[src/odt_pkg.sv]
/* shared widths, latency limits, APB register map and types for the DDR3 ODT generator
   imported by every RTL block and by the testbench model */
package odt_pkg;

    ////////////////////
    // memory topology
    ////////////////////
    localparam int NUM_CHIPS      = 4;          // chip selects, one ODT bit each
    localparam int RANKS_PER_DIMM = 2;          // also the offset to the partner rank

    ////////////////////
    // latency and window
    ////////////////////
    localparam int LAT_W         = 4;
    localparam int MIN_LAT       = 2;           // smaller writes are raised to this
    localparam int RESET_LAT     = 5;
    localparam int ODT_ON_CYCLES = 6;           // cycles of ODT per command

    // one pending slot per latency from MIN_LAT up to the largest LAT_W value
    localparam int PEND_DEPTH = (1 << LAT_W) - MIN_LAT;
    localparam int ODT_CNT_W  = $clog2(ODT_ON_CYCLES + 1);

    ////////////////////
    // APB register map
    ////////////////////
    localparam int APB_ADDR_W = 4;
    localparam int APB_DATA_W = 32;

    localparam logic [APB_ADDR_W-1:0] ADDR_CTRL = 4'h0;  // bit 0 odt_enable
    localparam logic [APB_ADDR_W-1:0] ADDR_TCL  = 4'h4;  // CAS latency
    localparam logic [APB_ADDR_W-1:0] ADDR_CWL  = 4'h8;  // CAS write latency

    ////////////////////
    // types
    ////////////////////
    typedef logic [NUM_CHIPS-1:0]  chip_vec_t;   // to_chip, start strobes, afi_odt
    typedef logic [LAT_W-1:0]      lat_t;
    typedef logic [APB_ADDR_W-1:0] apb_addr_t;
    typedef logic [APB_DATA_W-1:0] apb_data_t;
    typedef logic [PEND_DEPTH-1:0] pend_vec_t;   // window starts still in flight
    typedef logic [ODT_CNT_W-1:0]  odt_cnt_t;    // cycles left in the open window

    // command kind after the input register
    typedef enum logic [1:0]
    {
        CMD_IDLE,
        CMD_WRITE,
        CMD_READ
    } cmd_e;

endpackage

[src/odt_cfg_regs.sv]
/* APB slave holding the ODT enable and the CAS read and write latencies
   zero wait states, unmapped addresses answer with pslverr */
`timescale 1ns/1ps

module odt_cfg_regs
(
    input  logic              ctl_clk,
    input  logic              ctl_reset_n,
    input  odt_pkg::apb_addr_t paddr,
    input  logic              psel,
    input  logic              penable,
    input  logic              pwrite,
    input  odt_pkg::apb_data_t pwdata,
    output odt_pkg::apb_data_t prdata,
    output logic              pready,
    output logic              pslverr,
    output logic              odt_enable,
    output odt_pkg::lat_t     mem_tcl,
    output odt_pkg::lat_t     mem_cas_wr_lat
);

    import odt_pkg::*;

    logic addr_hit;
    logic access;       // second cycle of a transfer
    logic wr_en;
    lat_t wr_lat;       // write data after the lower clamp

    // latencies below the supported minimum are stored as the minimum
    function automatic lat_t clamp_lat(input lat_t value);
        if (value < lat_t'(MIN_LAT))
            return lat_t'(MIN_LAT);
        return value;
    endfunction

    assign addr_hit = (paddr == ADDR_CTRL) || (paddr == ADDR_TCL) || (paddr == ADDR_CWL);
    assign access   = psel && penable;
    assign wr_en    = access && pwrite && addr_hit;
    assign wr_lat   = clamp_lat(pwdata[LAT_W-1:0]);

    assign pready  = 1'b1;                   // no wait states
    assign pslverr = access && !addr_hit;

    ////////////////////
    // register storage
    ////////////////////
    always_ff @(posedge ctl_clk or negedge ctl_reset_n)
    begin
        if (!ctl_reset_n)
        begin
            odt_enable     <= 1'b1;
            mem_tcl        <= lat_t'(RESET_LAT);
            mem_cas_wr_lat <= lat_t'(RESET_LAT);
        end
        else if (wr_en)
        begin
            case (paddr)
                ADDR_CTRL: odt_enable     <= pwdata[0];
                ADDR_TCL:  mem_tcl        <= wr_lat;
                ADDR_CWL:  mem_cas_wr_lat <= wr_lat;
                default:   ;
            endcase
        end
    end

    // read mux, address is stable from the setup phase on
    always_comb
    begin
        prdata = '0;
        if (psel && !pwrite)
        begin
            case (paddr)
                ADDR_CTRL: prdata = {{(APB_DATA_W-1){1'b0}}, odt_enable};
                ADDR_TCL:  prdata = {{(APB_DATA_W-LAT_W){1'b0}}, mem_tcl};
                ADDR_CWL:  prdata = {{(APB_DATA_W-LAT_W){1'b0}}, mem_cas_wr_lat};
                default:   prdata = '0;     // unmapped reads return zero
            endcase
        end
    end

endmodule

[src/odt_ctrl.sv]
/* registers the write or read command and maps it onto the ranks to terminate
   DDR3 scheme with two ranks per DIMM, one start strobe per rank */
`timescale 1ns/1ps

module odt_ctrl
(
    input  logic               ctl_clk,
    input  logic               ctl_reset_n,
    input  logic               do_write,
    input  logic               do_read,
    input  odt_pkg::chip_vec_t to_chip,
    input  logic               odt_enable,
    output odt_pkg::chip_vec_t write_start,
    output odt_pkg::chip_vec_t read_start
);

    import odt_pkg::*;

    cmd_e      cmd_q;
    chip_vec_t chip_q;       // target chip of the registered command
    chip_vec_t partner;      // same position in the other DIMM
    chip_vec_t wr_ranks;
    chip_vec_t rd_ranks;

    ////////////////////
    // command register
    ////////////////////
    always_ff @(posedge ctl_clk or negedge ctl_reset_n)
    begin
        if (!ctl_reset_n)
        begin
            cmd_q <= CMD_IDLE;
        end
        else if (do_read)
        begin
            cmd_q <= CMD_READ;           // read wins over a write in the same cycle
        end
        else if (do_write)
        begin
            cmd_q <= CMD_WRITE;
        end
        else
        begin
            cmd_q <= CMD_IDLE;
        end
    end

    always_ff @(posedge ctl_clk)
    begin
        chip_q <= to_chip;
    end

    ////////////////////
    // rank mapping
    ////////////////////

    /*
      write chip j  terminates chip j and chip j+2 (mod 4)
      write all     terminates all four chips
      read chip j   terminates only chip j+2 (mod 4)
    */
    always_comb
    begin
        for (int i = 0; i < NUM_CHIPS; i++)
        begin
            partner[i] = chip_q[(i + RANKS_PER_DIMM) % NUM_CHIPS];
        end
    end

    always_comb
    begin
        if (&chip_q)
            wr_ranks = '1;
        else
            wr_ranks = chip_q | partner;
    end

    assign rd_ranks = partner;

    // one cycle per command since cmd_q only holds for one cycle per strobe
    assign write_start = (odt_enable && cmd_q == CMD_WRITE) ? wr_ranks : '0;
    assign read_start  = (odt_enable && cmd_q == CMD_READ)  ? rd_ranks : '0;

endmodule

[src/odt_gen_top.sv]
/* DDR3 ODT generator top, APB configuration, command mapping and one timer per rank
   afi_odt carries one termination bit per chip select */
`timescale 1ns/1ps

module odt_gen_top
(
    input  logic               ctl_clk,
    input  logic               ctl_reset_n,
    // APB configuration port
    input  odt_pkg::apb_addr_t paddr,
    input  logic               psel,
    input  logic               penable,
    input  logic               pwrite,
    input  odt_pkg::apb_data_t pwdata,
    output odt_pkg::apb_data_t prdata,
    output logic               pready,
    output logic               pslverr,
    // commands from the controller state machine
    input  logic               do_write,
    input  logic               do_read,
    input  odt_pkg::chip_vec_t to_chip,   // one hot
    output odt_pkg::chip_vec_t afi_odt
);

    import odt_pkg::*;

    logic      odt_enable;
    lat_t      mem_tcl;
    lat_t      mem_cas_wr_lat;
    chip_vec_t write_start;
    chip_vec_t read_start;

    odt_cfg_regs i_cfg_regs
    (
        .ctl_clk        (ctl_clk),
        .ctl_reset_n    (ctl_reset_n),
        .paddr          (paddr),
        .psel           (psel),
        .penable        (penable),
        .pwrite         (pwrite),
        .pwdata         (pwdata),
        .prdata         (prdata),
        .pready         (pready),
        .pslverr        (pslverr),
        .odt_enable     (odt_enable),
        .mem_tcl        (mem_tcl),
        .mem_cas_wr_lat (mem_cas_wr_lat)
    );

    odt_ctrl i_ctrl
    (
        .ctl_clk     (ctl_clk),
        .ctl_reset_n (ctl_reset_n),
        .do_write    (do_write),
        .do_read     (do_read),
        .to_chip     (to_chip),
        .odt_enable  (odt_enable),
        .write_start (write_start),
        .read_start  (read_start)
    );

    ////////////////////
    // one timer per rank
    ////////////////////
    for (genvar g = 0; g < NUM_CHIPS; g++)
    begin : g_rank
        odt_rank_timer i_rank_timer
        (
            .ctl_clk        (ctl_clk),
            .ctl_reset_n    (ctl_reset_n),
            .write_start    (write_start[g]),
            .read_start     (read_start[g]),
            .mem_tcl        (mem_tcl),
            .mem_cas_wr_lat (mem_cas_wr_lat),
            .odt            (afi_odt[g])
        );
    end

endmodule

[src/odt_rank_timer.sv]
/* ODT window timer for one rank, start strobes wait out their latency in a shift vector
   a mark reaching the front opens or extends an ODT_ON_CYCLES window */
`timescale 1ns/1ps

module odt_rank_timer
(
    input  logic          ctl_clk,
    input  logic          ctl_reset_n,
    input  logic          write_start,
    input  logic          read_start,
    input  odt_pkg::lat_t mem_tcl,
    input  odt_pkg::lat_t mem_cas_wr_lat,
    output logic          odt
);

    import odt_pkg::*;

    pend_vec_t pend_q;
    pend_vec_t pend_d;
    odt_cnt_t  cnt_q;
    int        wr_idx;
    int        rd_idx;

    // slot 0 is due at the next edge, so latency L maps to slot L-MIN_LAT
    function automatic int lat_to_idx(input lat_t lat);
        if (lat < lat_t'(MIN_LAT))
            return 0;
        return int'(lat) - MIN_LAT;
    endfunction

    assign wr_idx = lat_to_idx(mem_cas_wr_lat);
    assign rd_idx = lat_to_idx(mem_tcl);

    always_comb
    begin
        pend_d = pend_q >> 1;        // every mark moves one slot closer
        if (write_start)
            pend_d[wr_idx] = 1'b1;
        if (read_start)
            pend_d[rd_idx] = 1'b1;
    end

    always_ff @(posedge ctl_clk or negedge ctl_reset_n)
    begin
        if (!ctl_reset_n)
        begin
            pend_q <= '0;
            cnt_q  <= '0;
        end
        else
        begin
            pend_q <= pend_d;
            if (pend_q[0])
                cnt_q <= odt_cnt_t'(ODT_ON_CYCLES);  // restart, overlapping windows merge
            else if (cnt_q != '0)
                cnt_q <= cnt_q - 1'b1;
        end
    end

    assign odt = (cnt_q != '0);

endmodule
[config.mk]
export PLATFORM = sky130hd
export DESIGN_NAME = odt_gen_top
export DESIGN_NICKNAME = d
export VERILOG_FILES = /design/src/odt_pkg.sv /design/src/odt_cfg_regs.sv /design/src/odt_ctrl.sv /design/src/odt_gen_top.sv /design/src/odt_rank_timer.sv
export SDC_FILE = /design/constraint.sdc
export NUM_CORES = 1
export LEC_CHECK = 0
export ABC_AREA = 1
export BUFFER_PORTS_ARGS = -buffer_cell sky130_fd_sc_hd__buf_4
export CORE_MARGIN = 3
export CORE_UTILIZATION = 35
export CTS_CLUSTER_DIAMETER = 200
export DETAILED_ROUTE_END_ITERATION = 6
export PLACE_DENSITY = 0.6
export SYNTH_ARGS = -nofsm -noshare
export SYNTH_HDL_FRONTEND = slang
export SYNTH_HIERARCHICAL = 1
export SYNTH_SLANG_ARGS = --single-unit
[constraint.sdc]
create_clock -name ctl_clk -period 1.4 [get_ports ctl_clk]
set_input_delay 0.07 -clock ctl_clk [delete_from_list [all_inputs] [get_ports ctl_clk]]
set_output_delay 0.07 -clock ctl_clk [all_outputs]
set_load 0.05 [all_outputs]
* Word level (Yosys, flattened, before mapping)
Index checks and enable logic that the tools add are counted.
Widths: inputs -> output; s select.
** Cells by class
- Reductions and logical operators :: 26
- Bitwise operators :: 9
- Equality and inequality tests :: 4
- Order comparisons :: 7
- Muxes and demuxes :: 34
- $add $sub $neg :: 6
** Operators by type and width (number)
- $mux 14 :: 8
- $mux 32 :: 3
- $ge 32x1->1 const B :: 2
- $lt 32x6->1 const B :: 2
- $or 13x14->14 :: 4
- $or 14x14->14 :: 4
- $mux 3 :: 8
- $mux 4 :: 5
- $lt 4x2->1 const B :: 3
- $pmux 4 s3 :: 1
- $reduce_bool 3->1 :: 4
- $sub 3x1->3 const B :: 4
- $sub 4x2->5 const B :: 2
- $logic_and 1x1->1 :: 9
- $demux 1 s4 :: 2
- $reduce_bool 2->1 :: 4
- $mux 1 :: 6
- $reduce_and 2->1 :: 3
- $eq 4x3->1 const B :: 1
- $eq 4x4->1 const B :: 1
- $logic_not 4->1 :: 1
- $or 4x4->4 :: 1
- $reduce_and 4->1 :: 1
- $eq 2x1->1 const B :: 1
- other kinds (4) :: 6
** Storage, ports and cells
- Output and inout bits :: 38
- Logic and storage cells :: 99
- Register bits after elaboration :: 83
- Input bits :: 47

* Logic depth before layout (Yosys ltp)
Gate-level depths: netlist of the first run.
- Depth after elaboration :: 11
- Depth in mapped cells :: 8
- Gate-level depth less buffers :: 8

* Hierarchy
The synthesis of the first run kept the hierarchy.
** Modules (own cells, without submodules)
- odt_rank_timer :: area each 1007.2 µm², seq. area each 425.4 µm², times used 4, cells an instance 138
- odt_cfg_regs :: area each 817.0 µm², seq. area each 231.5 µm², times used 1, cells an instance 107
- odt_ctrl :: area each 220.2 µm², seq. area each 130.1 µm², times used 1, cells an instance 26

* Worst setup path after synthesis of the first run
No wires, ideal clock.
- Path kind :: reg-to-output
- Start :: register i_cfg_regs.mem_cas_wr_lat[2]
- End :: output prdata[2]
- Cell stages (with the launch flop) :: 3
- Slack :: -0.127 ns
- Data required time :: 1.330 ns
- Path buffers :: 0
- Data arrival time :: 1.457 ns
- Cells stage by stage :: dfstp_2 nand3_1 a21oi_1
** Between the ends
- Word-level cells in the longest chain between the ends :: 2
** Ends and longest elaborated chain
- start, declared :: line odt_cfg_regs.sv:19 : output odt_pkg::lat_t mem_cas_wr_lat
- start signal, assigned :: line odt_cfg_regs.sv:53 : mem_cas_wr_lat <= lat_t'(RESET_LAT);
- start signal, assigned :: line odt_cfg_regs.sv:60 : ADDR_CWL: mem_cas_wr_lat <= wr_lat;
- $pmux 4 s3 :: line odt_cfg_regs.sv:72 : case (paddr)
- $mux 32 :: line odt_cfg_regs.sv:70 : if (psel && !pwrite)
- end, declared :: line odt_gen_top.sv:15 : output odt_pkg::apb_data_t prdata,
Every way passes these cells.

* Final worst setup path of the first run
- Start :: register i_cfg_regs.mem_cas_wr_lat[2]
- End :: register g_rank[1].i_rank_timer.pend_q[1]
** Between the ends
- Word-level cells in the longest chain between the ends :: 11
- Elaborated cells between the ends (all ways) :: 13
- Classes of those cells :: add/sub (1); order compare (3); mux (6); bitwise (2); reduce/logical (1)
** Ends and longest elaborated chain
- $lt 4x2->1 :: line odt_rank_timer.sv:26 : if (lat < lat_t'(MIN_LAT))
- $mux 1 :: line odt_rank_timer.sv:26
- $mux 32 * :: line odt_rank_timer.sv:28 : return int'(lat) - MIN_LAT;
- $ge 32x1->1 (implied by the code) / $lt 32x6->1 (equally long branches) :: line odt_rank_timer.sv:38 : pend_d[wr_idx] = 1'b1;
- $logic_and 1x1->1 (implied by the code) :: line odt_rank_timer.sv:38
- $mux 1 (implied by the code) :: line odt_rank_timer.sv:38
- $demux 1 s4 *
- $or 13x14->14 (no line) *
- $mux 14 * :: line odt_rank_timer.sv:37 : if (write_start)
- $or 14x14->14 (no line)
- $mux 14 * :: line odt_rank_timer.sv:39 : if (read_start)
- via g_rank[1].i_rank_timer.pend_d[1] :: line odt_rank_timer.sv:19 : pend_vec_t pend_d;
- end signal, assigned :: line odt_rank_timer.sv:52 : pend_q <= pend_d;
- end, declared :: line odt_rank_timer.sv:18 : pend_vec_t pend_q;
The timed path passes the listed nets; every way through them passes the cells marked *.
A chain may end at the register's enable or synchronous reset.

==> results of run 1 <==
cells in the final DEF, fill, tap and decap left out, types with 6 or more instances in the layout:
master	count
o211ai_1	12
nor2_4	40
o21ai_2	6
buf_4	76
nor2_2	12
o21ai_1	9
nand3_4	11
nand2_1	128
nand2_2	25
inv_2	38
conb_1	29
nand3b_1	8
a21oi_4	6
nand3_2	31
clkbuf_16	9
nand2_8	7
dlygate4sd3_1	10
a21oi_2	11
inv_1	87
nor2_1	34
nand2_4	28
dfrtp_1	71
ha_4	12
buf_6	14
nand3_1	27
inv_4	8
o21ai_0	9
a21oi_1	7
kinds of logic after synthesis:
kind of cell    after synthesis  synth area share, %
fa+ha+maj                    16                 3.95
other cells                   2                0.148
compound gates               63                 7.46
xor+xnor                      4                0.691
flops                        83                 40.7
simple gates                351                 32.3
buf+inv                     166                 14.8
metal layers:
layer,up-vias,global-route usage (%),wire (um),share of wire [%]
met3,14,1.73,477,3.7
met2,115,25.1,6240,49
met4,0,6.25,221,1.7
li1,2277,-,-,-
met5,-,0,0,0
met1,2113,21.6,5880,46
how the worst max path moves through the flow:
stage,endpoint,slack (ns),cells past startpoint
after floorplan,g_rank[2].i_rank_timer/pend_q[10]$_DFF_PN0_,0.001,5
after global placement,g_rank[0].i_rank_timer/pend_q[6]$_DFF_PN0_,-0.17,7
after detailed placement,g_rank[0].i_rank_timer/pend_q[6]$_DFF_PN0_,-0.17,7
after CTS,g_rank[3].i_rank_timer/pend_q[5]$_DFF_PN0_,-0.12,7
after global routing,g_rank[2].i_rank_timer/pend_q[12]$_DFF_PN0_,-0.18,7
final,g_rank[1].i_rank_timer/pend_q[1]$_DFF_PN0_,-0.12,9
through the flow:
stage          setup TNS [ns]  setup slack [ns]  utilization (%)  hold WS, ns  total power (uW)
2_1_floorplan               0           0.00108                -       -0.226              5010
3_5_place_dp            -6.17            -0.174             40.8       0.0350              5730
4_1_cts                 -3.88            -0.123             48.1        0.100              8930
5_1_grt                 -8.01            -0.185             53.4        0.127             10500
3_3_place_gp            -5.64            -0.174             40.8       0.0316              5710
6_report                -4.22            -0.123             53.4        0.121              9940
cell usage after synthesis (all sizes together):
| library cell | instances |
|---|---|
| dfstp | 5 |
| xnor2 | 4 |
| nand2 | 188 |
| inv | 133 |
| a21boi | 1 |
| o21ai | 26 |
| nor2 | 86 |
| nand3b | 8 |
| nand3 | 69 |
| dfrtp | 74 |
| a21oi | 24 |
| o211ai | 12 |
| ha | 16 |
| conb | 2 |
| buf | 33 |
| dfxtp | 4 |
timing repair:
item / 4_1_cts / 5_1_grt
hold buffers: 10 / 0
setup endpoints to repair: 64 / 64
endpoints found under the hold margin: 35 / 0
pin swaps: 29 / 79
setup buffers: 19 / 11
resized for setup: 123 / 171
area by class of cell:
| type | count | area share (%) |
|---|---|---|
| Inverter | 133 | 6.93 |
| Tap cell | 180 | 3.00 |
| Sequential cell | 83 | 27.6 |
| Clock inverter | 5 | 0.801 |
| Multi-Input combinational cell | 463 | 45.9 |
| Clock buffer | 11 | 3.37 |
| Timing Repair Buffer | 106 | 12.4 |
report_power, final:
part	switching, uW	internal, uW
clock network	1010	1490
registers	218	2680
logic	2700	1850
total	3920	6020
registers in the layout, indices dropped and copies added, names as in the netlist:
register / flops
g_rank.i_rank_timer/pend_q: 56
g_rank.i_rank_timer/cnt_q: 12
i_cfg_regs/mem_cas_wr_lat: 4
i_cfg_regs/mem_tcl: 4
i_ctrl/chip_q: 4
i_ctrl/cmd_q: 2
i_cfg_regs/odt_enable: 1
critical path, cell delays in order (launching register included):
cell and delay [ns]:
dfstp_2 0.56, buf_4 0.12, inv_1 0.06, ha_4 0.27, inv_4 0.06, nand2_2 0.05
nand2_2 0.08, inv_1 0.05, nand2_1 0.07, nand3b_1 0.08
==> metrics, run 1 <==
Row Count between 40 and 50; kind of critical path reg -> reg; first-pass GRT wire length 20,400 um; status finished, violations left; Detailed Place HPWL between 8000 and 9000 um; required time of the critical path 1.62 ns; gr usage total ~16%; number of remaining DRC errors 0; Worst-Skew Late Latency approximately 0.34 ns; die area roughly 0.016 sq mm; fillers roughly 1,200; Fmax roughly 660 MHz; number of nets with antenna violations after routing 0; total CTS buffers 9; hold depth 5; largest net degree at the start of global routing 36; # diodes 0; number of global-route vias before repair ~4,300; Reg2Reg Depth 9; minimum clock period 1.52 ns; number of max-slew violations in the final report 0; clk sinks 83; Setup-failing EPs final between 50 and 60; final instance area 0.00750 sq mm; r2r setup slk -0.12 ns; Seq/Total Area, Yosys approximately two fifths; Max IR drop VDD between 0.0007 and 0.0008 V; area delta synth->final 48.0%; Yosys top cell area share 36.6%; Max Cap Violations 0; CP startpoint kind flip-flop; largest cells by area after synthesis dfrtp_1, nand2_1, inv_1; static leakage 0.00357 uW; Seq. cell area 0.00207 sq mm; Port-buffer cells 27; routability cong. approximately 0.84; RR Startpoint i_cfg_regs/mem_cas_wr_lat[2]$_DFFE_PN1P_; num ports 85; Vias around 4,500; critical path data arrival time 1.74 ns; Congestion Overflow GR 0; Clock transition at path regs 0.06 ns; Setup Skew between 0.008 and 0.009 ns; Synth cell types 28; Post-Layout Cell Count roughly 1,000; crit end category flip-flop; fin crit share 109%; CTS Buffer Depth 2; Starting Density a little over a third; worst setup margin -0.123 ns; nets around 860; failing checks negative setup slack; DR iter-0 viols about 190; drt wl/cell 13.1 um; vias per cell approximately 4.6; die height between 100 and 150 um; First-pass DRT Iterations 5; Clock H-tree levels 3; Die W ~130 um; Hold EP i_cfg_regs/mem_tcl[0]$_DFFE_PN1P_; r2r endpoint g_rank[1].i_rank_timer/pend_q[1]$_DFF_PN0_; post-synthesis cell count roughly 690; CTS tree built; RSZ-0062 raised after global routing true; Post-Syn Area just over 0.005 sq mm; worst hold start pwdata[1]; yosys warns 6; placed cells between 900 and 1,000; worst-path fanout max 3; Post-Place Cell Area between 0.005 and 0.006 sq mm; Hold Violations, Final 0; area of the multi-input gates 0.00344 sq mm; Core ar. ~0.014 sq mm; pwr dens ~1300 mW/mm^2; Hold WC Path Type in -> reg; Synth area leader dfrtp_1; #FFs+latches synth a little over 80; layout cell share with drive strength beyond 1 44.6%; CTS root buf clkbuf_16; initial antenna violation count 0; routed wire length around 13,000 um; Mean Syn Cell Area roughly 7.4 sq um; Critical Path Start i_cfg_regs/mem_cas_wr_lat[2]$_DFFE_PN1P_
No activity file was read; power rests on OpenSTA's default activity.
==> run 2: changes to the inputs <==
--- a/config.mk
+++ b/config.mk
@@ -11,6 +11,7 @@
 export CORE_UTILIZATION = 35
 export CTS_CLUSTER_DIAMETER = 200
 export DETAILED_ROUTE_END_ITERATION = 6
+export GPL_TIMING_DRIVEN = 0
 export PLACE_DENSITY = 0.6
 export SYNTH_ARGS = -nofsm -noshare
 export SYNTH_HDL_FRONTEND = slang
==> constraint.sdc (replaced) <==
create_clock -name ctl_clk -period 1.3 [get_ports ctl_clk]
set_input_delay 0.065 -clock ctl_clk [delete_from_list [all_inputs] [get_ports ctl_clk]]
set_output_delay 0.065 -clock ctl_clk [all_outputs]
set_load 0.05 [all_outputs]
==> run 2 against run 1 <==
Effect of this change: the flow still finishes with violations (negative setup slack); core utilization is 1.1 points higher; worst setup slack worse by 0.15 ns; flip-flop and latch count stayed put; clock skew is 0.0015 ns lower; cell count is 1.0% higher; wire length is 1.7% lower; total power is 13% higher; combinational power is 11% higher; worst hold slack worse by 0.039 ns; clock power is 23% higher; register-to-register slack worse by 0.15 ns; global-route usage is 0.18 points lower; critical endpoint is now g_rank[3].i_rank_timer/pend_q[0]$_DFF_PN0_.
==> metrics, run 2 (same netlist as run 1, synthesis figures left out) <==
status finished, violations left; failing checks negative setup slack; worst-path fanout max 7; post-place setup slack -0.305 ns; drt wl/cell 12.7 um; Vias between 4,000 and 5,000; initial antenna violation count 0; vias per cell 4.54; Setup-failing EPs final between 60 and 70; Max IR drop VDD around 0.00075 V; gr usage total 15.4%; cell mode on critical path nand2_1; total CTS buffers 9; layout cell share with drive strength beyond 1 roughly half; Max Cap Violations 0; Flop pwr share approximately 28%; Clock Power Share between 20% and 30%; number of max-slew violations in the final report 0; first-pass GRT wire length roughly 20,000 um; number of buffers and inverters on the critical path 3; Int Power around 7000 uW; number of nets with antenna violations after routing 0; Congestion Overflow GR 0; crit end category flip-flop; Clock transition at path regs 0.06 ns; Hold WC Path Type in -> reg; Hold Violations, Final 0; die height between 100 and 150 um; CP startpoint kind flip-flop; fin crit share 121%; Worst path max stage delay just over 0.6 ns; routability cong. approximately 0.85; Port-buffer cells 27; CTS Buffer Depth 2; final instance area 0.00764 sq mm; Worst path slowest cell dfstp_2; num ports 85; Row Count 43; number of remaining DRC errors 0; Starting Density approximately 36%; routed wire length between 10,000 and 15,000 um; number of global-route vias before repair roughly 4,300; Hold Slack 0.0823 ns; Die W between 100 and 150 um; PnR Total Power ~11,000 uW; area delta synth->final 50.9%; nets between 800 and 900; placed cells between 900 and 1,000; CTS root buf clkbuf_16; most frequent cells in the layout nand2_1, buf_4, dfrtp_1, inv_1, inv_2; headroom to the max-slew limit roughly 51%; worst-path cell chain buf_6 -> inv_4 -> ha_4 -> nand2_8 -> o21ai_4 -> nand2_1 -> inv_2 -> nand2_1 -> nand3_1; Detailed Place HPWL approximately 8000 um; fillers around 1,200; Fmax between 600 and 700 MHz; Largest regs g_rank.i_rank_timer/pend_q: 56 flops, g_rank.i_rank_timer/cnt_q: 12 flops; minimum clock period 1.58 ns; sw frac roughly two fifths; worst setup margin -0.276 ns; Core ar. 0.0140 sq mm; required time of the critical path around 1.5 ns; critical path data arrival time roughly 1.8 ns; RSZ-0062 raised after global routing true; largest net degree at the start of global routing 80; number of flip-flops in the largest register 56; Worst-Skew Late Latency 0.34 ns; Post-Layout Cell Count 991; # diodes 0; DR iter-0 viols ~150; pwr dens about 1500 mW/mm^2; die area 0.0160 sq mm; clk sinks just over 80; Post-Place Cell Area around 0.0058 sq mm; static leakage roughly 0.0036 uW; Least-Margin Pin Slew 0.734 ns; Switch Pwr 4310 uW; Biggest register g_rank.i_rank_timer/pend_q; CTS tree built; Clock H-tree levels 3; Comb power frac between 40% and 50%; CP delay by family, top flip-flops; kind of critical path reg -> reg; commonest non-fill, non-tap cell in the layout nand2_1; First-pass DRT Iterations 4; Setup Skew ~0.0074 ns
[run 2: cell count changes in the layout (fill, tap and decap cells not counted), moves of 7 or more]
| cell | change |
|---|---|
| inv_1 | -20 |
| inv_2 | +15 |
| buf_4 | +12 |
| nor2_1 | -10 |
| nand2_2 | +7 |
| nor2_2 | +7 |
[run 2: worst paths after layout]
check	start	endpoint	slack (ns)	cells past startpoint
hold reg to reg	g_rank[0].i_rank_timer/pend_q[5]$_DFF_PN0_	g_rank[0].i_rank_timer/pend_q[4]$_DFF_PN0_	0.44	2
setup / recovery	i_cfg_regs/mem_cas_wr_lat[2]$_DFFE_PN1P_	g_rank[3].i_rank_timer/pend_q[0]$_DFF_PN0_	-0.28	9
max in group asynchronous	ctl_reset_n	i_cfg_regs/mem_tcl[3]$_DFFE_PN0P_	0.44	2
setup reg to reg	i_cfg_regs/mem_cas_wr_lat[2]$_DFFE_PN1P_	g_rank[3].i_rank_timer/pend_q[0]$_DFF_PN0_	-0.28	9
min in group asynchronous	ctl_reset_n	g_rank[3].i_rank_timer/pend_q[3]$_DFF_PN0_	0.32	2
hold / removal	pwdata[1]	i_cfg_regs/mem_tcl[0]$_DFFE_PN1P_	0.08	5
[run 2: worst reg2reg max path, stage by stage, from the launching register on]
cell	delay, ns
dfstp_2	0.62
buf_6	0.13
inv_4	0.03
ha_4	0.18
nand2_8	0.12
o21ai_4	0.09
nand2_1	0.10
inv_2	0.05
nand2_1	0.07
nand3_1	0.06
[run 2: layout make-up]
class                   count  area, sq um  area share (%)
inverters                 133          536            7.01
well taps                 180          225            2.95
clock inverters             5          108            1.41
multi-input cells         463         3470            45.4
plain buffers              33          253            3.31
repair buffers             83          726            9.49
flip-flops and latches     83         2080            27.2
clock buffers              11          253            3.31
[run 2: through the flow]
stage	TNS, ns	utilization (%)
finish	-12.16	54.4
CTS	-11.47	50.3
global placement	-12.15	41.4
detailed placement	-12.18	41.4
floorplan	-1.14	-
global route	-16.33	54.4
[run 2: timing repair]
| item | 4_1_cts | 5_1_grt |
|---|---|---|
| buffers inserted | 31 | 15 |
| endpoints found under the setup margin | 64 | 120 |
| hold buffers | 10 | 0 |
| pin swaps | 56 | 72 |
| cloned | 0 | 0 |
| endpoints found under the hold margin | 85 | 0 |
| resized for setup | 150 | 120 |
[run 2: power by group through the flow]
| stage | Combinational (uW) | Clock [uW] | Sequential (uW) |
|---|---|---|---|
| final | 5050 | 3070 | 3160 |
| after global routing | 5480 | 3230 | 3190 |
| after CTS | 4260 | 3150 | 3150 |
| after detailed placement | 2980 | 0 | 3210 |
| after global placement | 2930 | 0 | 3200 |
| after floorplan | 2410 | 0 | 3130 |
[run 2: layer usage]
layer  vias up  routed length (um)  GRT usage (%)  share of wire [%]
met4         0                 187           4.79                1.5
li1       2292                   -              -                  -
met3        14                 424           2.19                3.4
met1      2100                5610           20.7                 44
met2        95                6390           25.9                 51
met5         -                   0              0                  0
